**src/ccu_cfg_pkg.sv**
```systemverilog
`default_nettype none

package ccu_cfg_pkg;

    // Byte address and cache line geometry
    localparam int CCU_ADDR_WIDTH   = 32;
    localparam int CCU_LINE_BYTES   = 32;
    localparam int CCU_OFFSET_WIDTH = $clog2(CCU_LINE_BYTES);
    localparam int CCU_LINE_WIDTH   = CCU_LINE_BYTES * 8;

    // Memory write port, one word per beat
    localparam int CCU_BEAT_WIDTH        = 64;
    localparam int CCU_BEATS             = CCU_LINE_WIDTH / CCU_BEAT_WIDTH;
    localparam int CCU_BEAT_IDX_WIDTH    = $clog2(CCU_BEATS);
    // Byte offset bits inside one beat, always zero on the bus
    localparam int CCU_BEAT_OFFSET_WIDTH = $clog2(CCU_BEAT_WIDTH / 8);

    // Victim queue sizing, depth is a power of two so pointers wrap freely
    localparam int CCU_VQ_DEPTH     = 4;
    localparam int CCU_VQ_IDX_WIDTH = $clog2(CCU_VQ_DEPTH);

endpackage

`default_nettype wire

```
**src/ccu_types_pkg.sv**
```systemverilog
`default_nettype none

package ccu_types_pkg;

    import ccu_cfg_pkg::*;

    // Line address, the byte address without its offset bits
    typedef logic [CCU_ADDR_WIDTH-CCU_OFFSET_WIDTH-1:0] line_addr_t;

    // One victimized line as allocated, stored and drained
    typedef struct packed {
        line_addr_t                addr;
        logic [CCU_LINE_WIDTH-1:0] data;
    } vq_line_t;

    // One memory write beat
    // Address is line address, beat index, then zero byte bits
    typedef struct packed {
        logic [CCU_ADDR_WIDTH-1:0] addr;
        logic [CCU_BEAT_WIDTH-1:0] data;
    } mem_wr_t;

endpackage

`default_nettype wire

```
**src/ccu_top.sv**
```systemverilog
`timescale 1ns/10ps
`default_nettype none

module ccu_top
    import ccu_types_pkg::*;
(
    input  wire logic       clk,
    input  wire logic       i_arst_n,

    input  wire logic       i_alloc_en,
    input  wire vq_line_t   i_alloc_line,

    input  wire line_addr_t i_lookup_addr,
    output logic            o_lookup_hit,

    output logic            o_vq_full,
    output logic            o_vq_empty,

    input  wire logic       i_mem_ack,
    output logic            o_mem_wr_valid,
    output mem_wr_t         o_mem_wr
);

    logic     head_valid;
    vq_line_t head_line;
    logic     wb_done;

    victim_queue u_victim_queue (
        .clk           (clk),
        .i_arst_n      (i_arst_n),
        .i_alloc_en    (i_alloc_en),
        .i_alloc_line  (i_alloc_line),
        .i_lookup_addr (i_lookup_addr),
        .o_lookup_hit  (o_lookup_hit),
        .i_done        (wb_done),
        .o_head_valid  (head_valid),
        .o_head_line   (head_line),
        .o_vq_full     (o_vq_full),
        .o_vq_empty    (o_vq_empty)
    );

    ccu_writeback u_ccu_writeback (
        .clk            (clk),
        .i_arst_n       (i_arst_n),
        .i_head_valid   (head_valid),
        .i_head_line    (head_line),
        .i_mem_ack      (i_mem_ack),
        .o_mem_wr_valid (o_mem_wr_valid),
        .o_mem_wr       (o_mem_wr),
        .o_done         (wb_done)
    );

endmodule

`default_nettype wire

```
**src/ccu_writeback.sv**
```systemverilog
`timescale 1ns/10ps
`default_nettype none

module ccu_writeback
    import ccu_cfg_pkg::*;
    import ccu_types_pkg::*;
(
    input  wire logic     clk,
    input  wire logic     i_arst_n,

    // Oldest victim from the queue
    input  wire logic     i_head_valid,
    input  wire vq_line_t i_head_line,

    // Memory write port, beat held until acked
    input  wire logic     i_mem_ack,
    output logic          o_mem_wr_valid,
    output mem_wr_t       o_mem_wr,

    // Frees the head entry
    output logic          o_done
);

    typedef enum logic [1:0] {
        WB_IDLE   = 2'b00,
        WB_SEND   = 2'b01,
        WB_FINISH = 2'b10
    } wb_state_t;

    wb_state_t                     state_r;
    wb_state_t                     state_next;
    vq_line_t                      line_r;
    logic [CCU_BEAT_IDX_WIDTH-1:0] beat_cnt_r;
    logic                          last_beat;

    assign last_beat = (beat_cnt_r == CCU_BEAT_IDX_WIDTH'(CCU_BEATS - 1));

    always_comb begin
        state_next = state_r;
        case (state_r)
            WB_IDLE:   state_next = i_head_valid ? WB_SEND : WB_IDLE;
            WB_SEND:   state_next = (i_mem_ack && last_beat) ? WB_FINISH : WB_SEND;
            WB_FINISH: state_next = WB_IDLE;
            default:   state_next = WB_IDLE;
        endcase
    end

    always_ff @(posedge clk or negedge i_arst_n) begin
        if (!i_arst_n) begin
            state_r    <= WB_IDLE;
            beat_cnt_r <= '0;
        end else begin
            state_r <= state_next;
            if (state_r == WB_IDLE) begin
                beat_cnt_r <= '0;
            end else if (state_r == WB_SEND && i_mem_ack) begin
                // Wraps back to zero after the last beat
                beat_cnt_r <= beat_cnt_r + 1'b1;
            end
        end
    end

    // Take a copy of the head so the beats stay stable under back-pressure
    always_ff @(posedge clk) begin
        if (state_r == WB_IDLE && i_head_valid) begin
            line_r <= i_head_line;
        end
    end

    // Lowest word goes out first
    assign o_mem_wr_valid = (state_r == WB_SEND);
    assign o_mem_wr.addr  = {line_r.addr, beat_cnt_r, {CCU_BEAT_OFFSET_WIDTH{1'b0}}};
    assign o_mem_wr.data  = line_r.data[beat_cnt_r*CCU_BEAT_WIDTH +: CCU_BEAT_WIDTH];

    assign o_done = (state_r == WB_FINISH);

endmodule

`default_nettype wire

```
**src/victim_queue.sv**
```systemverilog
`timescale 1ns/10ps
`default_nettype none

module victim_queue
    import ccu_cfg_pkg::*;
    import ccu_types_pkg::*;
(
    input  wire logic       clk,
    input  wire logic       i_arst_n,

    // Allocation from the cache on a dirty eviction
    input  wire logic       i_alloc_en,
    input  wire vq_line_t   i_alloc_line,

    // Load unit lookup
    input  wire line_addr_t i_lookup_addr,
    output logic            o_lookup_hit,

    // Drain side towards the write-back engine
    input  wire logic       i_done,
    output logic            o_head_valid,
    output vq_line_t        o_head_line,

    output logic            o_vq_full,
    output logic            o_vq_empty
);

    logic [CCU_VQ_IDX_WIDTH-1:0] alloc_ptr_r;
    logic [CCU_VQ_IDX_WIDTH-1:0] drain_ptr_r;

    logic [CCU_VQ_DEPTH-1:0] entry_alloc;
    logic [CCU_VQ_DEPTH-1:0] entry_done;
    logic [CCU_VQ_DEPTH-1:0] entry_valid;
    logic [CCU_VQ_DEPTH-1:0] entry_hit;
    vq_line_t                entry_line [CCU_VQ_DEPTH];

    // Allocate at the tail, drain from the head, both wrap
    always_ff @(posedge clk or negedge i_arst_n) begin
        if (!i_arst_n) begin
            alloc_ptr_r <= '0;
        end else if (i_alloc_en) begin
            alloc_ptr_r <= alloc_ptr_r + 1'b1;
        end
    end

    always_ff @(posedge clk or negedge i_arst_n) begin
        if (!i_arst_n) begin
            drain_ptr_r <= '0;
        end else if (i_done) begin
            drain_ptr_r <= drain_ptr_r + 1'b1;
        end
    end

    for (genvar i = 0; i < CCU_VQ_DEPTH; i++) begin : g_entry
        // Pointer decode into per-slot strobes
        assign entry_alloc[i] = i_alloc_en && (alloc_ptr_r == CCU_VQ_IDX_WIDTH'(i));
        assign entry_done[i]  = i_done && (drain_ptr_r == CCU_VQ_IDX_WIDTH'(i));

        vq_entry u_entry (
            .clk           (clk),
            .i_arst_n      (i_arst_n),
            .i_alloc_en    (entry_alloc[i]),
            .i_alloc_line  (i_alloc_line),
            .i_lookup_addr (i_lookup_addr),
            .i_done        (entry_done[i]),
            .o_valid       (entry_valid[i]),
            .o_line        (entry_line[i]),
            .o_lookup_hit  (entry_hit[i])
        );
    end

    // Any valid slot holding the address stalls the load
    assign o_lookup_hit = |entry_hit;

    // Entries fill and drain in order, so the valid bits give the occupancy
    assign o_vq_full  = &entry_valid;
    assign o_vq_empty = ~|entry_valid;

    // Oldest victim
    assign o_head_valid = entry_valid[drain_ptr_r];
    assign o_head_line  = entry_line[drain_ptr_r];

endmodule

`default_nettype wire

```
**src/vq_entry.sv**
```systemverilog
`timescale 1ns/10ps
`default_nettype none

module vq_entry
    import ccu_types_pkg::*;
(
    input  wire logic       clk,
    input  wire logic       i_arst_n,

    // Allocation into this slot
    input  wire logic       i_alloc_en,
    input  wire vq_line_t   i_alloc_line,

    // Load unit address match
    input  wire line_addr_t i_lookup_addr,

    // Write-back engine finished with this slot
    input  wire logic       i_done,

    output logic            o_valid,
    output vq_line_t        o_line,
    output logic            o_lookup_hit
);

    typedef enum logic {
        ENTRY_INVALID = 1'b0,
        ENTRY_VALID   = 1'b1
    } entry_state_t;

    entry_state_t state_r;
    entry_state_t state_next;
    vq_line_t     line_r;

    always_comb begin
        state_next = state_r;
        case (state_r)
            ENTRY_INVALID: state_next = i_alloc_en ? ENTRY_VALID : ENTRY_INVALID;
            ENTRY_VALID:   state_next = i_done ? ENTRY_INVALID : ENTRY_VALID;
            default:       state_next = ENTRY_INVALID;
        endcase
    end

    always_ff @(posedge clk or negedge i_arst_n) begin
        if (!i_arst_n) begin
            state_r <= ENTRY_INVALID;
        end else begin
            state_r <= state_next;
        end
    end

    // Address and data captured on allocation
    always_ff @(posedge clk) begin
        if (i_alloc_en) begin
            line_r <= i_alloc_line;
        end
    end

    assign o_valid      = (state_r == ENTRY_VALID);
    assign o_line       = line_r;
    // Stale addresses in an empty slot must never match
    assign o_lookup_hit = o_valid && (line_r.addr == i_lookup_addr);

endmodule

`default_nettype wire

```
**config.mk**
```make
export PLATFORM = sky130hd
export DESIGN_NAME = ccu_top
export DESIGN_NICKNAME = d
export VERILOG_FILES = /design/src/ccu_cfg_pkg.sv /design/src/ccu_types_pkg.sv /design/src/ccu_top.sv /design/src/ccu_writeback.sv /design/src/victim_queue.sv /design/src/vq_entry.sv
export SDC_FILE = /design/constraint.sdc
export NUM_CORES = 1
export LEC_CHECK = 0
export BUFFER_PORTS_ARGS = -buffer_cell sky130_fd_sc_hd__buf_2
export CAP_MARGIN = 25
export CORE_ASPECT_RATIO = 1.1
export CORE_MARGIN = 2
export CORE_UTILIZATION = 30
export CTS_CLUSTER_DIAMETER = 150
export DETAILED_ROUTE_END_ITERATION = 8
export GPL_TIMING_DRIVEN = 0
export PLACE_DENSITY = 0.5
export SLEW_MARGIN = 20
export SYNTH_ARGS = -nofsm -noshare
export SYNTH_HDL_FRONTEND = slang
export SYNTH_HIERARCHICAL = 1
export SYNTH_SLANG_ARGS = --single-unit
export TNS_END_PERCENT = 1
```
**constraint.sdc**
```tcl
create_clock -name clk -period 27.4 [get_ports clk]
set_clock_uncertainty 0.1 [all_clocks]
set_input_delay 0 -clock clk [delete_from_list [all_inputs] [get_ports clk]]
set_output_delay 0 -clock clk [all_outputs]
set_load 0.05 [all_outputs]
```
== Word-level counts from Yosys, hierarchy flattened ==
Index checks and enable logic that the tools add are counted.
W data, S select, Z words.

* Shift operators: 1
* Muxes and demuxes: 22
* Add/sub/neg operators: 3
* Magnitude comparators: 2
* Eq/ne operators: 13
* Bitwise gates (word level): 5
* Reductions and logical operators: 23

{| class="wikitable"
|+ Operators by type and width
! cell !! number
|-
| $bmux W283 S2 || 1
|-
| $mux W283 || 2
|-
| $shiftx A256 B9 Y64 || 1
|-
| $eq A27 B27 Y1 || 4
|-
| $logic_and A1 B1 Y1 || 15
|-
| $eq A2 B2 Y1 const B || 6
|-
| $mux W1 || 10
|-
| $pmux W1 S2 || 4
|-
| $reduce_or A4 Y1 || 2
|-
| $add A2 B1 Y2 const B || 3
|-
| $eq A2 B1 Y1 const B || 3
|-
| $logic_not A2 Y1 || 3
|-
| $mux W2 || 3
|-
| $not A1 Y1 || 4
|-
| $pmux W2 S2 || 1
|-
| $reduce_and A4 Y1 || 1
|-
| $ge A3 B3 Y1 const B || 1
|-
| $lt A2 B3 Y1 const B || 1
|-
| $not A2 Y3 || 1
|-
| $bmux W1 S2 || 1
|-
| $reduce_bool A2 Y1 || 1
|-
| $logic_not A1 Y1 || 1
|}

* Register bits: 1,427
* Output and inout port bits: 100
* Bits of input ports: 314

== Depth between registers and ports, before layout ==
* Word-level depth: 4
* Depth in mapped cells: 7
* Gate-level depth less buffers: 5

== By module ==
The synthesis kept the hierarchy.

{| class="wikitable"
|+ By module, submodules not included
! module !! area each (µm²) !! instances !! cells each
|-
| vq_entry || 8,837.2 || 4 || 322
|-
| ccu_writeback || 10,458.8 || 1 || 410
|-
| victim_queue || 7,517.2 || 1 || 379
|}

== Worst setup path after synthesis ==
No wires, ideal clock.

* Path kind: register to register
* From: register u_victim_queue.drain_ptr_r[0]
* To: register u_ccu_writeback/line_r[0] in the netlist's numbering (enable)
* Setup slack: 4.852 ns
* Cell stages (with the launch flop): 6
* Path buffers: 3
* Library setup time: 1.330 ns
* Arrival: 21.118 ns
* Cell sequence: dfrtp_1 -> buf_6 -> buf_8 -> buf_6 -> mux4_2 -> nor3b_1

* Cells in the longest elaborated chain, start to end: 3

{| class="wikitable"
|+ Ends and longest elaborated chain
! what !! line !! source
|-
| start: declaration || victim_queue.sv:29 || <nowiki>logic [CCU_VQ_IDX_WIDTH-1:0] drain_ptr_r;</nowiki>
|-
| start signal: assignment || victim_queue.sv:50 || <nowiki>drain_ptr_r <= drain_ptr_r + 1'b1;</nowiki>
|-
| $bmux W1 S2 || victim_queue.sv:80 || <nowiki>assign o_head_valid = entry_valid[drain_ptr_r];</nowiki>
|-
| $mux W1 (not written as such) || victim_queue.sv:80 ||
|-
| net head_valid || ccu_top.sv:24 || <nowiki>logic head_valid;</nowiki>
|-
| $logic_and A1 B1 Y1 || ccu_writeback.sv:65 || <nowiki>if (state_r == WB_IDLE && i_head_valid) begin</nowiki>
|-
| end signal: assignment || ccu_writeback.sv:66 || <nowiki>line_r <= i_head_line;</nowiki>
|-
| end: declaration || ccu_writeback.sv:32 || <nowiki>vq_line_t line_r;</nowiki>
|}

The timed path passes the listed nets, and every way through them passes these cells. The select of a mux whose other input is x is not followed.
A chain may end at the register's enable or synchronous reset.

== Worst setup path in the final report ==
* From: register u_victim_queue.drain_ptr_r[0]
* To: register u_ccu_writeback/line_r[91] in the netlist's numbering (enable)

Same word-level chain as after synthesis.

==> summary.txt <==
Outcome
  – Status: completed

Clock network
  – CTS Buf Count: 154
  – Setup bufs post-CTS: 0
  – Root Buffer: clkbuf_16
  – Clock latency on the worst-skew pair: 0.81 ns
  – Clock sinks: 1427
  – CTS HTree Levels: 4
  – Bufs on Longest Clock Path: 3
  – TritonCTS clock tree: yes
  – Clock-pin slew on the worst setup and hold paths: 0.06 ns

Power and ir drop
  – Switching pwr: 2.16 mW
  – PD cells: 99.5 nW/µm²
  – Int Power: 4.82 mW
  – Leakage: ~23 nW
  – Max IR drop VDD: between 60 and 70 µV
  – Flop pwr share: 0.441
  – Sw Ratio: 0.309
  – Clk pwr share: 0.288
  – Comb power frac: 0.270

Yosys
  – EDFF count, synth: 1415
  – Share of flip-flops with an asynchronous set or reset: 0.00841
  – Most common flop cell mapped by yosys: edfxtp_1
  – Mean Syn Cell Area: 25.7 µm²
  – Synth Cell Area: 53300 µm²
  – Synth top cells by count: edfxtp_1 (1415), mux4_2 (271), xnor2_1 (108), mux4_1 (77), buf_2 (37)
  – Leading area contributor after synthesis: edfxtp_1
  – Most common cell in the netlist: edfxtp_1
  – Post-synthesis sequential area ratio: 0.802
  – Gate count after technology mapping: slightly above 2000
  – Largest cells by area after synthesis: edfxtp_1 (80%), mux4_2 (11%), mux4_1 (3.8%)
  – Post-synth top area share: 0.797
  – Ys Warns: 6
  – Cell variety after synth: 30
  – Register bit total from synthesis: 1427

Hold path
  – Worst hold path startpoint: i_mem_ack
  – Hold Path Class: in2reg

Floorplan
  – Die Y: around 450 µm
  – Core footprint: around 180000 µm²
  – Die ar.: between 150000 and 200000 µm²
  – Initial core utilization: 0.301
  – Row count: 162
  – # IOs: just over 400
  – Chip width: roughly 410 µm

Detailed routing
  – Vias per cell: roughly 4.5
  – DR iter-0 viols: 2164
  – DRT Pass-1 Iters: 7
  – Routed Antenna Nets: 0
  – Total wire length: 140000 µm
  – Via count: about 26000
  – DRC violations left: 0
  – DR WL/cell: ~24 µm

Layout
  – Cell area after layout: 70200 µm²
  – Fin nets: about 3600
  – Share of cells above drive strength 1: 0.315
  – Fill count: between 15000 and 20000
  – Area Growth Syn to Fin: 31.6%
  – Fin util: 0.396

Timing
  – Unrepaired setup endpoints after global routing: false
  – Relative slew slack: 0.503
  – Fin crit share: 0.144
  – Final hold violation count: 0
  – Fin. max-slew vios: 0
  – Peak Freq: 0.253 GHz
  – Worst-margin pin slew: around 0.74 ns
  – Shortest period the worst path allows: between 3 and 4 ns
  – Final setup vio count: 0

Critical path
  – Nature of the critical path endpoint: register
  – Top delay family on crit path: buffers and inverters
  – Delay of the slowest critical-path stage: 0.39 ns
  – Crit start category: register
  – Critical path's slowest cell: dfrtp_1
  – Critical Path Fanout Max: 10
  – CP most frequent cell: buf_4
  – Crit path from: u_victim_queue/drain_ptr_r[0]
  – CP Class: reg2reg
  – R2R Path Start: u_victim_queue/drain_ptr_r[0]
  – Worst Path Arrival: roughly 4.4 ns
  – CP required: 27.79 ns
  – CP bufs+invs: 12
  – Cell-by-cell trace of the critical path: buf_6, buf_8, buf_6, mux4_2, nor3b_2, buf_4, buf_4, buf_6, buf_4, buf_4, buf_4, buf_6, buf_4, buf_4

Global route
  – GRT Total Usage: 0.154
  – Largest net degree at the start of global routing: 44
  – M2 GR Usage: 0.265
  – Initial antenna violation count: 31
  – GRT busiest layer: met2
  – Vias in the first global route: 28400
  – Grt met3 use: 0.0367
  – Grt total ovfl: 0
  – Met1 Use GR: 0.195
  – First-pass GRT wire length: roughly 200000 µm

Placed design
  – Port bufs: 410
  – Dpl hpwl: 91000 µm
  – Placed Area: 59500 µm²
  – Routability cong.: 0.732

Flow run
  – Max-cap check violation count: 0
-- repair_timing --
| item | 4_1_cts | 5_1_grt |
|---|---|---|
| hold buffers | 572 | 0 |
| gates resized for setup | 0 | 0 |
| hold endpoints to repair | 1359 | 0 |
-- per-stage QoR --
| stage | setup TNS (ns) | power [mW] | hold slack, ns | setup WS, ns | cells |
|---|---|---|---|---|---|
| after floorplan | 0 | 4.44 | -0.396 | 4.85 | 2079 |
| after global placement | -3484.68 | 5.28 | -0.185 | -12.38 | 4867 |
| after CTS | 0 | 7.11 | 0.0414 | 23.33 | 5791 |
| after detailed placement | 0 | 5.01 | -0.172 | 23.34 | 4937 |
| after global routing | 0 | 7.28 | 0.123 | 23.19 | 5799 |
| final | 0 | 6.98 | 0.184 | 23.45 | 5806 |
-- path summary, 6_finish.rpt --
check                                                endpoint  slack [ns]  cells after the start
worst max-delay path               u_ccu_writeback/line_r[91]       23.45                     14
worst min-delay path            u_ccu_writeback/beat_cnt_r[0]        0.18                      5
worst max register to register     u_ccu_writeback/line_r[91]       23.45                     14
worst min register to register     u_ccu_writeback/state_r[0]        0.41                      1
max in group asynchronous       u_victim_queue/drain_ptr_r[0]       26.50                      3
min in group asynchronous       u_victim_queue/alloc_ptr_r[1]        0.25                      3
-- state kept, by name, summed over array words and instances (netlist names) --
register,cells
u_victim_queue/drain_ptr_r,2
u_victim_queue/g_entry.u_entry/o_line,1132
u_ccu_writeback/line_r,256
u_victim_queue/g_entry.u_entry/o_valid,4
u_ccu_writeback/beat_cnt_r,2
u_victim_queue/alloc_ptr_r,2
u_ccu_writeback/o_mem_wr,27
u_ccu_writeback/state_r,2
-- layer usage --
metal / vias up / wire (µm)
li1: 11400 / -
met1: 14000 / 58200
met2: 714 / 70800
met3: 211 / 7920
met4: 20 / 2850
met5: - / 137
-- worst min-delay path: cells and delay by family --
family,cells,cell delay [ns]
buffers and inverters,2,0.75
AO/OA/AOI/OAI,2,0.21
AND/OR/NAND/NOR,1,0.05
-- cells by family after synthesis --
| group | synth area share |
|---|---|
| fa+ha+maj | 0.00211 |
| flops | 0.802 |
| simple gates | 0.00706 |
| other cells | 0.0000703 |
| xor+xnor | 0.0181 |
| compound gates | 0.000446 |
| buf+inv | 0.0162 |
| mux | 0.154 |
-- cell usage in the layout, fill, tap and decap left out, types with 5 or more instances in the layout --
| cell | count |
|---|---|
| clkbuf_16 | 156 |
| mux4_2 | 271 |
| clkbuf_1 | 50 |
| xnor2_1 | 108 |
| edfxtp_1 | 1415 |
| buf_16 | 24 |
| diode_2 | 15 |
| nand4_1 | 28 |
| mux4_1 | 77 |
| buf_6 | 39 |
| clkinv_1 | 28 |
| buf_12 | 6 |
| or4_1 | 5 |
| inv_1 | 8 |
| buf_2 | 447 |
| ha_1 | 9 |
| dlygate4sd3_1 | 572 |
| buf_4 | 64 |
| clkinv_16 | 5 |
| clkinv_2 | 17 |
| bufinv_16 | 8 |
| inv_6 | 5 |
| dfrtp_1 | 12 |
-- power groups by stage --
stage               sequential (mW)  clock, mW  combinational [mW]
global placement               3.53          0                1.75
global route                   3.12       2.15                2.01
detailed placement             3.13          0                1.88
CTS                            3.09       2.07                1.95
floorplan                      3.30          0                1.14
finish                         3.08       2.01                1.89
-- cell type report --
class / instances / area [µm²] / share of cell area
sequential: 1427 / 42800 / 0.610
multi-input combinational: 536 / 9690 / 0.138
timing repair buffer: 1052 / 8890 / 0.127
clock buffer: 206 / 4100 / 0.0585
tap: 2378 / 2980 / 0.0424
buffer: 108 / 840 / 0.0120
clock inverter: 76 / 800 / 0.0114
antenna: 15 / 37.5 / 0.000535
inverter: 8 / 30.0 / 0.000428
No activity file was read; power rests on OpenSTA's default activity.
